--- config.mk ---
export PLATFORM = sky130hd
export DESIGN_NAME = lc_sec_subsys_top
export DESIGN_NICKNAME = d
export VERILOG_FILES = /design/src/logic/lc_sec_pkg.sv /design/src/logic/dbg_mask_regs.sv /design/src/logic/fatal_err_latch.sv /design/src/logic/lc_sec_state_translator.sv /design/src/logic/lc_sec_subsys_top.sv
export SDC_FILE = /design/constraint.sdc
export NUM_CORES = 1
export LEC_CHECK = 0
export CAP_MARGIN = 20
export CORE_ASPECT_RATIO = 0.9
export CORE_MARGIN = 2
export CORE_UTILIZATION = 56
export CTS_BUF_LIST = sky130_fd_sc_hd__clkbuf_2
export DETAILED_ROUTE_END_ITERATION = 12
export DONT_BUFFER_PORTS = 1
export PLACE_DENSITY_LB_ADDON = 0.15
export SETUP_SLACK_MARGIN = 0.5
export SLEW_MARGIN = 20
export SYNTH_ARGS = -nofsm -noshare
export SYNTH_HDL_FRONTEND = slang
export SYNTH_SLANG_ARGS = --single-unit
--- constraint.sdc ---
create_clock -name clk -period 2.4 [get_ports clk]
set_input_delay 0.36 -clock clk [delete_from_list [all_inputs] [get_ports clk]]
set_output_delay 0.36 -clock clk [all_outputs]
set_load 0.01 [all_outputs]
--- src/logic/lc_sec_pkg.sv ---
// Lifecycle, translator and register enums, security state and OTP structs, shared localparams
package lc_sec_pkg;

    localparam int unsigned UNLOCK_W      = 64;
    localparam int unsigned REG_W         = 32;
    localparam int unsigned NUM_FATAL_SRC = 8;

    // All fatal sources enabled out of reset
    localparam logic [NUM_FATAL_SRC-1:0] FATAL_EN_RST = '1;

    // Static lifecycle state, plain binary encoding
    typedef enum logic [4:0] {
        LcStRaw           = 5'd0,
        LcStTestLocked0   = 5'd1,
        LcStTestLocked1   = 5'd2,
        LcStTestLocked2   = 5'd3,
        LcStTestLocked3   = 5'd4,
        LcStTestLocked4   = 5'd5,
        LcStTestLocked5   = 5'd6,
        LcStTestLocked6   = 5'd7,
        LcStTestUnlocked0 = 5'd8,
        LcStTestUnlocked1 = 5'd9,
        LcStTestUnlocked2 = 5'd10,
        LcStTestUnlocked3 = 5'd11,
        LcStTestUnlocked4 = 5'd12,
        LcStTestUnlocked5 = 5'd13,
        LcStTestUnlocked6 = 5'd14,
        LcStTestUnlocked7 = 5'd15,
        LcStDev           = 5'd16,
        LcStProd          = 5'd17,
        LcStProdEnd       = 5'd18,
        LcStRma           = 5'd19,
        LcStScrap         = 5'd20,
        LcStInvalid       = 5'd21
    } lc_state_e;

    // Multibit enable, any code other than On is treated as off
    typedef enum logic [3:0] {
        LcTxOn  = 4'b0101,
        LcTxOff = 4'b1010
    } lc_tx_e;

    typedef enum logic [2:0] {
        TRANSLATOR_RESET,
        TRANSLATOR_IDLE,
        TRANSLATOR_NON_DEBUG,
        TRANSLATOR_UNPROV_DEBUG,
        TRANSLATOR_MANUF_NON_DEBUG,
        TRANSLATOR_MANUF_DEBUG,
        TRANSLATOR_PROD_NON_DEBUG,
        TRANSLATOR_PROD_DEBUG
    } translator_state_e;

    typedef enum logic [1:0] {
        DEVICE_UNPROVISIONED = 2'b00,
        DEVICE_MANUFACTURING = 2'b01,
        DEVICE_PRODUCTION    = 2'b11
    } device_lifecycle_e;

    typedef struct packed {
        device_lifecycle_e device_lifecycle;
        logic              debug_locked;
    } security_state_t;

    localparam security_state_t SEC_STATE_LOCKED = '{
        device_lifecycle: DEVICE_PRODUCTION,
        debug_locked:     1'b1
    };

    typedef struct packed {
        logic      req;
        lc_state_e state;
    } otp_prog_req_t;

    typedef struct packed {
        logic      valid;
        lc_state_e state;
    } otp_prog_rsp_t;

    // Mask registers are 64 bits, written as two 32-bit halves
    typedef enum logic [2:0] {
        DFT_MASK_LO   = 3'd0,
        DFT_MASK_HI   = 3'd1,
        DBG_MASK_LO   = 3'd2,
        DBG_MASK_HI   = 3'd3,
        CLTAP_MASK_LO = 3'd4,
        CLTAP_MASK_HI = 3'd5,
        FATAL_EN      = 3'd6
    } mask_reg_addr_e;

    typedef struct packed {
        logic             en;
        mask_reg_addr_e   addr;
        logic [REG_W-1:0] data;
    } mask_wr_t;

    typedef struct packed {
        logic dft;
        logic dbg;
        logic cltap;
    } unlock_hits_t;

endpackage

--- src/logic/dbg_mask_regs.sv ---
// SoC-written unlock mask and fatal enable registers with the unlock-hit reductions
module dbg_mask_regs
    import lc_sec_pkg::*;
(
    input  logic                     clk,
    input  logic                     rst_n,
    input  mask_wr_t                 mask_wr_i,
    input  logic [UNLOCK_W-1:0]      unlock_level_i,
    output unlock_hits_t             hits_o,
    output logic [NUM_FATAL_SRC-1:0] fatal_en_o
);

    logic [UNLOCK_W-1:0]      dft_mask_q;
    logic [UNLOCK_W-1:0]      dbg_mask_q;
    logic [UNLOCK_W-1:0]      cltap_mask_q;
    logic [NUM_FATAL_SRC-1:0] fatal_en_q;

    // Plain write strobe, value visible on the next cycle
    always_ff @(posedge clk or negedge rst_n) begin
        if (!rst_n) begin
            dft_mask_q   <= '0;
            dbg_mask_q   <= '0;
            cltap_mask_q <= '0;
            fatal_en_q   <= FATAL_EN_RST;
        end else if (mask_wr_i.en) begin
            case (mask_wr_i.addr)
                DFT_MASK_LO: begin
                    dft_mask_q[REG_W-1:0] <= mask_wr_i.data;
                end
                DFT_MASK_HI: begin
                    dft_mask_q[UNLOCK_W-1:REG_W] <= mask_wr_i.data;
                end
                DBG_MASK_LO: begin
                    dbg_mask_q[REG_W-1:0] <= mask_wr_i.data;
                end
                DBG_MASK_HI: begin
                    dbg_mask_q[UNLOCK_W-1:REG_W] <= mask_wr_i.data;
                end
                CLTAP_MASK_LO: begin
                    cltap_mask_q[REG_W-1:0] <= mask_wr_i.data;
                end
                CLTAP_MASK_HI: begin
                    cltap_mask_q[UNLOCK_W-1:REG_W] <= mask_wr_i.data;
                end
                FATAL_EN: begin
                    fatal_en_q <= mask_wr_i.data[NUM_FATAL_SRC-1:0];
                end
                default: begin
                    // Address 7 is unmapped
                end
            endcase
        end
    end

    // Any common bit between level and mask counts as a hit
    always_comb begin
        hits_o.dft   = |(unlock_level_i & dft_mask_q);
        hits_o.dbg   = |(unlock_level_i & dbg_mask_q);
        hits_o.cltap = |(unlock_level_i & cltap_mask_q);
    end

    assign fatal_en_o = fatal_en_q;

endmodule

--- src/logic/fatal_err_latch.sv ---
// Sticky enable-masked fatal error aggregation into the state error
module fatal_err_latch
    import lc_sec_pkg::*;
(
    input  logic                     clk,
    input  logic                     rst_n,
    input  logic [NUM_FATAL_SRC-1:0] fatal_err_i,
    input  logic [NUM_FATAL_SRC-1:0] fatal_en_i,
    output logic                     state_error_o
);

    logic [NUM_FATAL_SRC-1:0] err_seen_q;
    logic [NUM_FATAL_SRC-1:0] err_masked;

    // Disabled sources never reach the record
    assign err_masked = fatal_err_i & fatal_en_i;

    // Per-source record, only reset clears it
    always_ff @(posedge clk or negedge rst_n) begin
        if (!rst_n) begin
            err_seen_q <= '0;
        end else begin
            err_seen_q <= err_seen_q | err_masked;
        end
    end

    assign state_error_o = |err_seen_q;

endmodule

--- src/logic/lc_sec_state_translator.sv ---
// Lifecycle to security state FSM, lc_tx decoding and registered SoC enables
module lc_sec_state_translator
    import lc_sec_pkg::*;
(
    input  logic            clk,
    input  logic            rst_n,
    input  logic            state_error_i,
    input  otp_prog_req_t   otp_req_i,
    input  otp_prog_rsp_t   otp_rsp_i,
    input  lc_tx_e          lc_dft_en_i,
    input  lc_tx_e          lc_hw_debug_en_i,
    input  logic            manuf_dbg_en_i,
    input  unlock_hits_t    hits_i,
    output logic            soc_dft_en_o,
    output logic            soc_hw_debug_en_o,
    output security_state_t security_state_o
);

    translator_state_e state_q;
    translator_state_e state_d;
    lc_state_e         static_state_q;
    security_state_t   sec_state_dec;
    logic              scrap_cond;
    logic              dft_en_on;
    logic              hw_debug_en_on;

    // Alive state comes from the program request
    assign scrap_cond = state_error_i || (otp_req_i.req && (otp_req_i.state == LcStScrap));

    // Only the exact On code enables
    assign dft_en_on      = (lc_dft_en_i == LcTxOn);
    assign hw_debug_en_on = (lc_hw_debug_en_i == LcTxOn);

    // Static state taken once, on the first valid cycle
    always_ff @(posedge clk) begin
        if (otp_rsp_i.valid && (state_q == TRANSLATOR_RESET)) begin
            static_state_q <= otp_rsp_i.state;
        end
    end

    always_comb begin
        state_d = state_q;
        case (state_q)
            TRANSLATOR_RESET: begin
                state_d = TRANSLATOR_IDLE;
            end
            TRANSLATOR_IDLE: begin
                if (scrap_cond || (static_state_q == LcStScrap)) begin
                    state_d = TRANSLATOR_NON_DEBUG;
                end else begin
                    case (static_state_q)
                        LcStRaw,
                        LcStTestLocked0, LcStTestLocked1, LcStTestLocked2,
                        LcStTestLocked3, LcStTestLocked4, LcStTestLocked5,
                        LcStTestLocked6: begin
                            state_d = TRANSLATOR_NON_DEBUG;
                        end
                        LcStTestUnlocked0, LcStTestUnlocked1, LcStTestUnlocked2,
                        LcStTestUnlocked3, LcStTestUnlocked4, LcStTestUnlocked5,
                        LcStTestUnlocked6, LcStTestUnlocked7: begin
                            state_d = TRANSLATOR_UNPROV_DEBUG;
                        end
                        LcStDev: begin
                            state_d = TRANSLATOR_MANUF_NON_DEBUG;
                        end
                        LcStProd, LcStProdEnd: begin
                            state_d = TRANSLATOR_PROD_NON_DEBUG;
                        end
                        LcStRma: begin
                            state_d = TRANSLATOR_PROD_DEBUG;
                        end
                        default: begin
                            // Invalid waits here until valid drops
                            state_d = TRANSLATOR_IDLE;
                        end
                    endcase
                end
            end
            TRANSLATOR_NON_DEBUG: begin
                // Sink state
                state_d = TRANSLATOR_NON_DEBUG;
            end
            TRANSLATOR_MANUF_NON_DEBUG: begin
                if (scrap_cond) begin
                    state_d = TRANSLATOR_NON_DEBUG;
                end else if (manuf_dbg_en_i) begin
                    state_d = TRANSLATOR_MANUF_DEBUG;
                end
            end
            TRANSLATOR_PROD_NON_DEBUG: begin
                if (scrap_cond) begin
                    state_d = TRANSLATOR_NON_DEBUG;
                end else if (hits_i.dbg) begin
                    state_d = TRANSLATOR_PROD_DEBUG;
                end
            end
            default: begin
                // Unlocked states hold unless scrapped
                if (scrap_cond) begin
                    state_d = TRANSLATOR_NON_DEBUG;
                end
            end
        endcase
    end

    // Security state seen by the core for each translator state
    always_comb begin
        case (state_q)
            TRANSLATOR_UNPROV_DEBUG: begin
                sec_state_dec = '{device_lifecycle: DEVICE_UNPROVISIONED, debug_locked: 1'b0};
            end
            TRANSLATOR_MANUF_NON_DEBUG: begin
                sec_state_dec = '{device_lifecycle: DEVICE_MANUFACTURING, debug_locked: 1'b1};
            end
            TRANSLATOR_MANUF_DEBUG: begin
                sec_state_dec = '{device_lifecycle: DEVICE_MANUFACTURING, debug_locked: 1'b0};
            end
            TRANSLATOR_PROD_DEBUG: begin
                sec_state_dec = '{device_lifecycle: DEVICE_PRODUCTION, debug_locked: 1'b0};
            end
            default: begin
                sec_state_dec = SEC_STATE_LOCKED;
            end
        endcase
    end

    // Everything falls back to locked defaults while valid is low
    always_ff @(posedge clk or negedge rst_n) begin
        if (!rst_n) begin
            state_q           <= TRANSLATOR_RESET;
            security_state_o  <= SEC_STATE_LOCKED;
            soc_dft_en_o      <= 1'b0;
            soc_hw_debug_en_o <= 1'b0;
        end else if (otp_rsp_i.valid) begin
            state_q           <= state_d;
            security_state_o  <= sec_state_dec;
            soc_dft_en_o      <= dft_en_on | hits_i.dft;
            soc_hw_debug_en_o <= hw_debug_en_on | hits_i.cltap;
        end else begin
            state_q           <= TRANSLATOR_RESET;
            security_state_o  <= SEC_STATE_LOCKED;
            soc_dft_en_o      <= 1'b0;
            soc_hw_debug_en_o <= 1'b0;
        end
    end

endmodule

--- src/logic/lc_sec_subsys_top.sv ---
// Top level joining the mask register bank, fatal error latch and state translator
module lc_sec_subsys_top
    import lc_sec_pkg::*;
(
    input  logic                     clk,
    input  logic                     rst_n,
    // SoC register writes and security core level
    input  mask_wr_t                 mask_wr_i,
    input  logic [UNLOCK_W-1:0]      unlock_level_i,
    input  logic [NUM_FATAL_SRC-1:0] fatal_err_i,
    // Lifecycle and OTP controller fields
    input  otp_prog_req_t            otp_req_i,
    input  otp_prog_rsp_t            otp_rsp_i,
    input  lc_tx_e                   lc_dft_en_i,
    input  lc_tx_e                   lc_hw_debug_en_i,
    input  logic                     manuf_dbg_en_i,
    output logic                     soc_dft_en_o,
    output logic                     soc_hw_debug_en_o,
    output security_state_t          security_state_o,
    output logic                     state_error_o
);

    unlock_hits_t             hits;
    logic [NUM_FATAL_SRC-1:0] fatal_en;
    logic                     state_error;

    dbg_mask_regs mask_regs_i (
        .clk            (clk),
        .rst_n          (rst_n),
        .mask_wr_i      (mask_wr_i),
        .unlock_level_i (unlock_level_i),
        .hits_o         (hits),
        .fatal_en_o     (fatal_en)
    );

    fatal_err_latch err_latch_i (
        .clk           (clk),
        .rst_n         (rst_n),
        .fatal_err_i   (fatal_err_i),
        .fatal_en_i    (fatal_en),
        .state_error_o (state_error)
    );

    lc_sec_state_translator translator_i (
        .clk               (clk),
        .rst_n             (rst_n),
        .state_error_i     (state_error),
        .otp_req_i         (otp_req_i),
        .otp_rsp_i         (otp_rsp_i),
        .lc_dft_en_i       (lc_dft_en_i),
        .lc_hw_debug_en_i  (lc_hw_debug_en_i),
        .manuf_dbg_en_i    (manuf_dbg_en_i),
        .hits_i            (hits),
        .soc_dft_en_o      (soc_dft_en_o),
        .soc_hw_debug_en_o (soc_hw_debug_en_o),
        .security_state_o  (security_state_o)
    );

    assign state_error_o = state_error;

endmodule

==> key figures <==
STA
  • Max Fclk: 491.2 MHz
  • Slew @ Worst Pin: 0.5858 ns
  • Max_slew headroom: 0.6082
  • Min Tclk post-route: 2.036 ns
  • Setup TNS: 0 ns
  • Hold Fails Final Rpt: 216
  • Final Max Tran Viols: 0
  • RSZ-0062 raised after global routing: yes
  • Worst-case hold slack: -0.7831 ns
  • Fin crit share: 0.8482
  • Final setup viols: 0
  • Clock Skews: 0.05610 ns

Setup path
  • Critical Path RT: 2.04 ns
  • Critical path class: register to output port
  • Worst endpoint data arrival time: 1.68 ns
  • Critical path buffers and inverters: 0
  • Crit path max-delay cell type: dfrtp_1
  • R2R Setup Slk: 0.59 ns
  • Critical path cell sequence: nor4_4 > nand2_1
  • Reg2reg start: mask_regs_i.dft_mask_q[25]$_DFFE_PN0P_
  • R2R cell count: 5
  • Startpoint types: register
  • Worst-path maximum fanout: 2
  • Max stage delay on crit path: 0.43 ns
  • Worst setup EP type: output port
  • Critical path's top delay family: simple AND/OR/NAND/NOR gates
  • Worst r2r dst: translator_i.soc_dft_en_o$_DFF_PN0_

CTS
  • CTS root buf: clkbuf_2
  • Hold Buf Count CTS: 133
  • CTS tree: yes
  • CTS buffer count: 54
  • CTS H-tree depth: 2
  • Clk Latency, worst-skew pair: 0.83 ns
  • Clk slew on worst S/H paths: 0.11 ns
  • Sink Count: 224
  • Clock Tree Buf Depth: 3

Yosys
  • Top-count cell post-synth: dfrtp_1
  • Syn_area_per_cell: 14.59 µm²
  • Most used DFF post-synth: dfrtp_1
  • Ys Warns: 0
  • Synth Register Bits: 224
  • Number of synthesized flops with an enable pin: 5
  • Ys async rst share: 0.9643
  • Mapped cell area: 9425 µm²
  • Cell taking the most area after synthesis: dfrtp_1
  • Yosys cell types: 42
  • Sequential fraction of the synthesis area: 0.5972
  • Top cell type's share of synthesized area: 0.5443
  • Post-synthesis cell count: 646
  • Top area cells in the synthesized netlist: dfrtp_1 (54%), mux2_2 (23%), a22oi_1 (4.4%)
  • List of most frequent post-synthesis cells: dfrtp_1 (205), mux2_2 (193), a22oi_1 (55)
  • Syn nets: 777

Global routing
  • Number of global-route vias before repair: 7314
  • Initial antenna violation count: 5
  • GR Overflow Total: 0
  • Overall Global Routing Usage: 0.3480
  • First-pass GRT wire length: 45850 µm
  • Pin count of the biggest net entering global routing: 217

Flow run
  • Maxcap violations: 0

Floorplan
  • IO Pins: 137
  • Core Footprint: 16300 µm²
  • Die Area: 17890 µm²
  • # rows: 44
  • Die width: 140.8 µm
  • Initial Utilization: 0.5784
  • Die height: 127.1 µm

Power and ir drop
  • Leakage: 4.845 nW
  • PD cells: 795.4 nW/µm²
  • Worst vdd ir: 0.0004649 V

Outcome
  • Run status: complete, but fails checks
  • Failing checks: negative hold slack

Placed design
  • Post-DP HPWL: 19380 µm
  • Routability Congestion: 0.9098
  • Port Buffers: 0
  • Post-DP Area: 9668 µm²

Drt
  • Drt first pass iters: 5
  • Initial DRC count: 755
  • Vias/cell: 6.572
  • Total Wirelength: 30590 µm
  • Detail Route Antenna Nets: 0
  • DR DRC count: 0
  • Average routed wire per standard cell: 28.59 µm
  • Via count: 7032

Hold path
  • Hold WC Path Type: primary input to async pin

Layout
  • Layout cells sized above 1: 0.3621
  • Fin area: 11520 µm²
  • Fillcell total: 1174
  • Fin nets: 951
  • P&R area growth vs syn: 22.20%
==> cell usage in the layout (no fill, tap or decap), types with 3 or more instances in the layout <==
master	n
nand4_1	17
nand2_1	10
a21o_1	9
o21ai_0	3
inv_1	4
a21oi_1	4
clkbuf_2	85
nor2_1	8
o211ai_1	3
nor3_1	4
a22oi_1	55
dfrtp_1	205
a221oi_1	21
nand4b_1	3
dfstp_2	11
nor4_1	4
buf_4	7
a22o_1	20
dfxtp_1	3
diode_2	7
edfxtp_1	5
nand3_1	5
buf_12	3
mux2_2	193
clkinv_1	6
dlygate4sd3_1	133
mux2_1	7
==> how the worst max path moves through the flow <==
| stage | start | end | slack [ns] | cells past startpoint |
|---|---|---|---|---|
| final | err_latch_i.err_seen_q[2]$_DFF_PN0_ | state_error_o | 0.36 | 2 |
| after global routing | err_latch_i.err_seen_q[2]$_DFF_PN0_ | state_error_o | 0.23 | 2 |
| after CTS | err_latch_i.err_seen_q[2]$_DFF_PN0_ | state_error_o | 0.32 | 2 |
| after detailed placement | otp_req_i[1] | translator_i.state_q[0]$_DFFE_PN0P_ | 0.49 | 5 |
| after global placement | otp_req_i[1] | translator_i.state_q[0]$_DFFE_PN0P_ | 0.57 | 5 |
| after floorplan | translator_i.static_state_q[1]$_DFFE_PN_ | translator_i.state_q[1]$_DFFE_PN0P_ | 0.86 | 5 |
==> per-stage QoR <==
step | total power [W] | utilization | instances | worst slack, ns
global route | 0.009574 | 0.7060 | 1065 | 0.2251
global placement | 0.006286 | 0.5933 | 835 | 0.5654
CTS | 0.009104 | 0.7039 | 1061 | 0.3201
detailed placement | 0.006380 | 0.5933 | 835 | 0.4868
finish | 0.009161 | 0.7068 | 1070 | 0.3644
floorplan | 0.005948 | - | 646 | 0.8579
==> metal layers <==
| metal | vias to the layer above | global-route usage | share of wire |
|---|---|---|---|
| li1 | 2881 | - | - |
| met5 | - | 0 | 0.00075 |
| met3 | 74 | 0.1034 | 0.11 |
| met1 | 3642 | 0.4882 | 0.40 |
| met2 | 431 | 0.5326 | 0.46 |
| met4 | 4 | 0.1059 | 0.029 |
==> state kept, by name, summed over array words and instances (netlist names), named ones only <==
register / flops
translator_i.soc_dft_en_o: 1
mask_regs_i.dft_mask_q: 64
translator_i.security_state_o: 3
mask_regs_i.dbg_mask_q: 64
translator_i.static_state_q: 5
translator_i.soc_hw_debug_en_o: 1
translator_i.state_q: 3
mask_regs_i.cltap_mask_q: 64
err_latch_i.err_seen_q: 8
mask_regs_i.fatal_en_o: 8
==> kinds of logic (layout without fill, tap and decap cells) <==
group / after synthesis / after routing / synth area share
compound gates: 124 / 124 / 0.1024
simple gates: 68 / 68 / 0.04487
other cells: 0 / 7 / 0
flops: 224 / 224 / 0.5972
buf+inv: 29 / 239 / 0.01553
mux: 201 / 201 / 0.2400
==> where the power goes <==
group | switching (W) | internal, W
combinational | 0.000717 | 0.00100
sequential | 0.000449 | 0.00457
clock | 0.00151 | 0.000915
==> what timing repair did <==
action	in CTS	in global routing
gates resized for setup	2	3
setup buffers	1	2
endpoints found under the setup margin	1	3
hold endpoints to repair	445	216
pin swaps	2	1
==> cell type report <==
cell class                      count  area (µm²)  area share
Timing Repair Buffer              143        1444      0.1254
Antenna cell                        7       17.52    0.001521
Multi-Input combinational cell    393        3701      0.3213
Tap cell                          207       259.0     0.02249
Clock inverter                      7       26.28    0.002281
Clock buffer                       85       425.4     0.03694
Sequential cell                   224        5629      0.4888
Inverter                            4       15.01    0.001304
No activity file was read; power rests on OpenSTA's default activity.
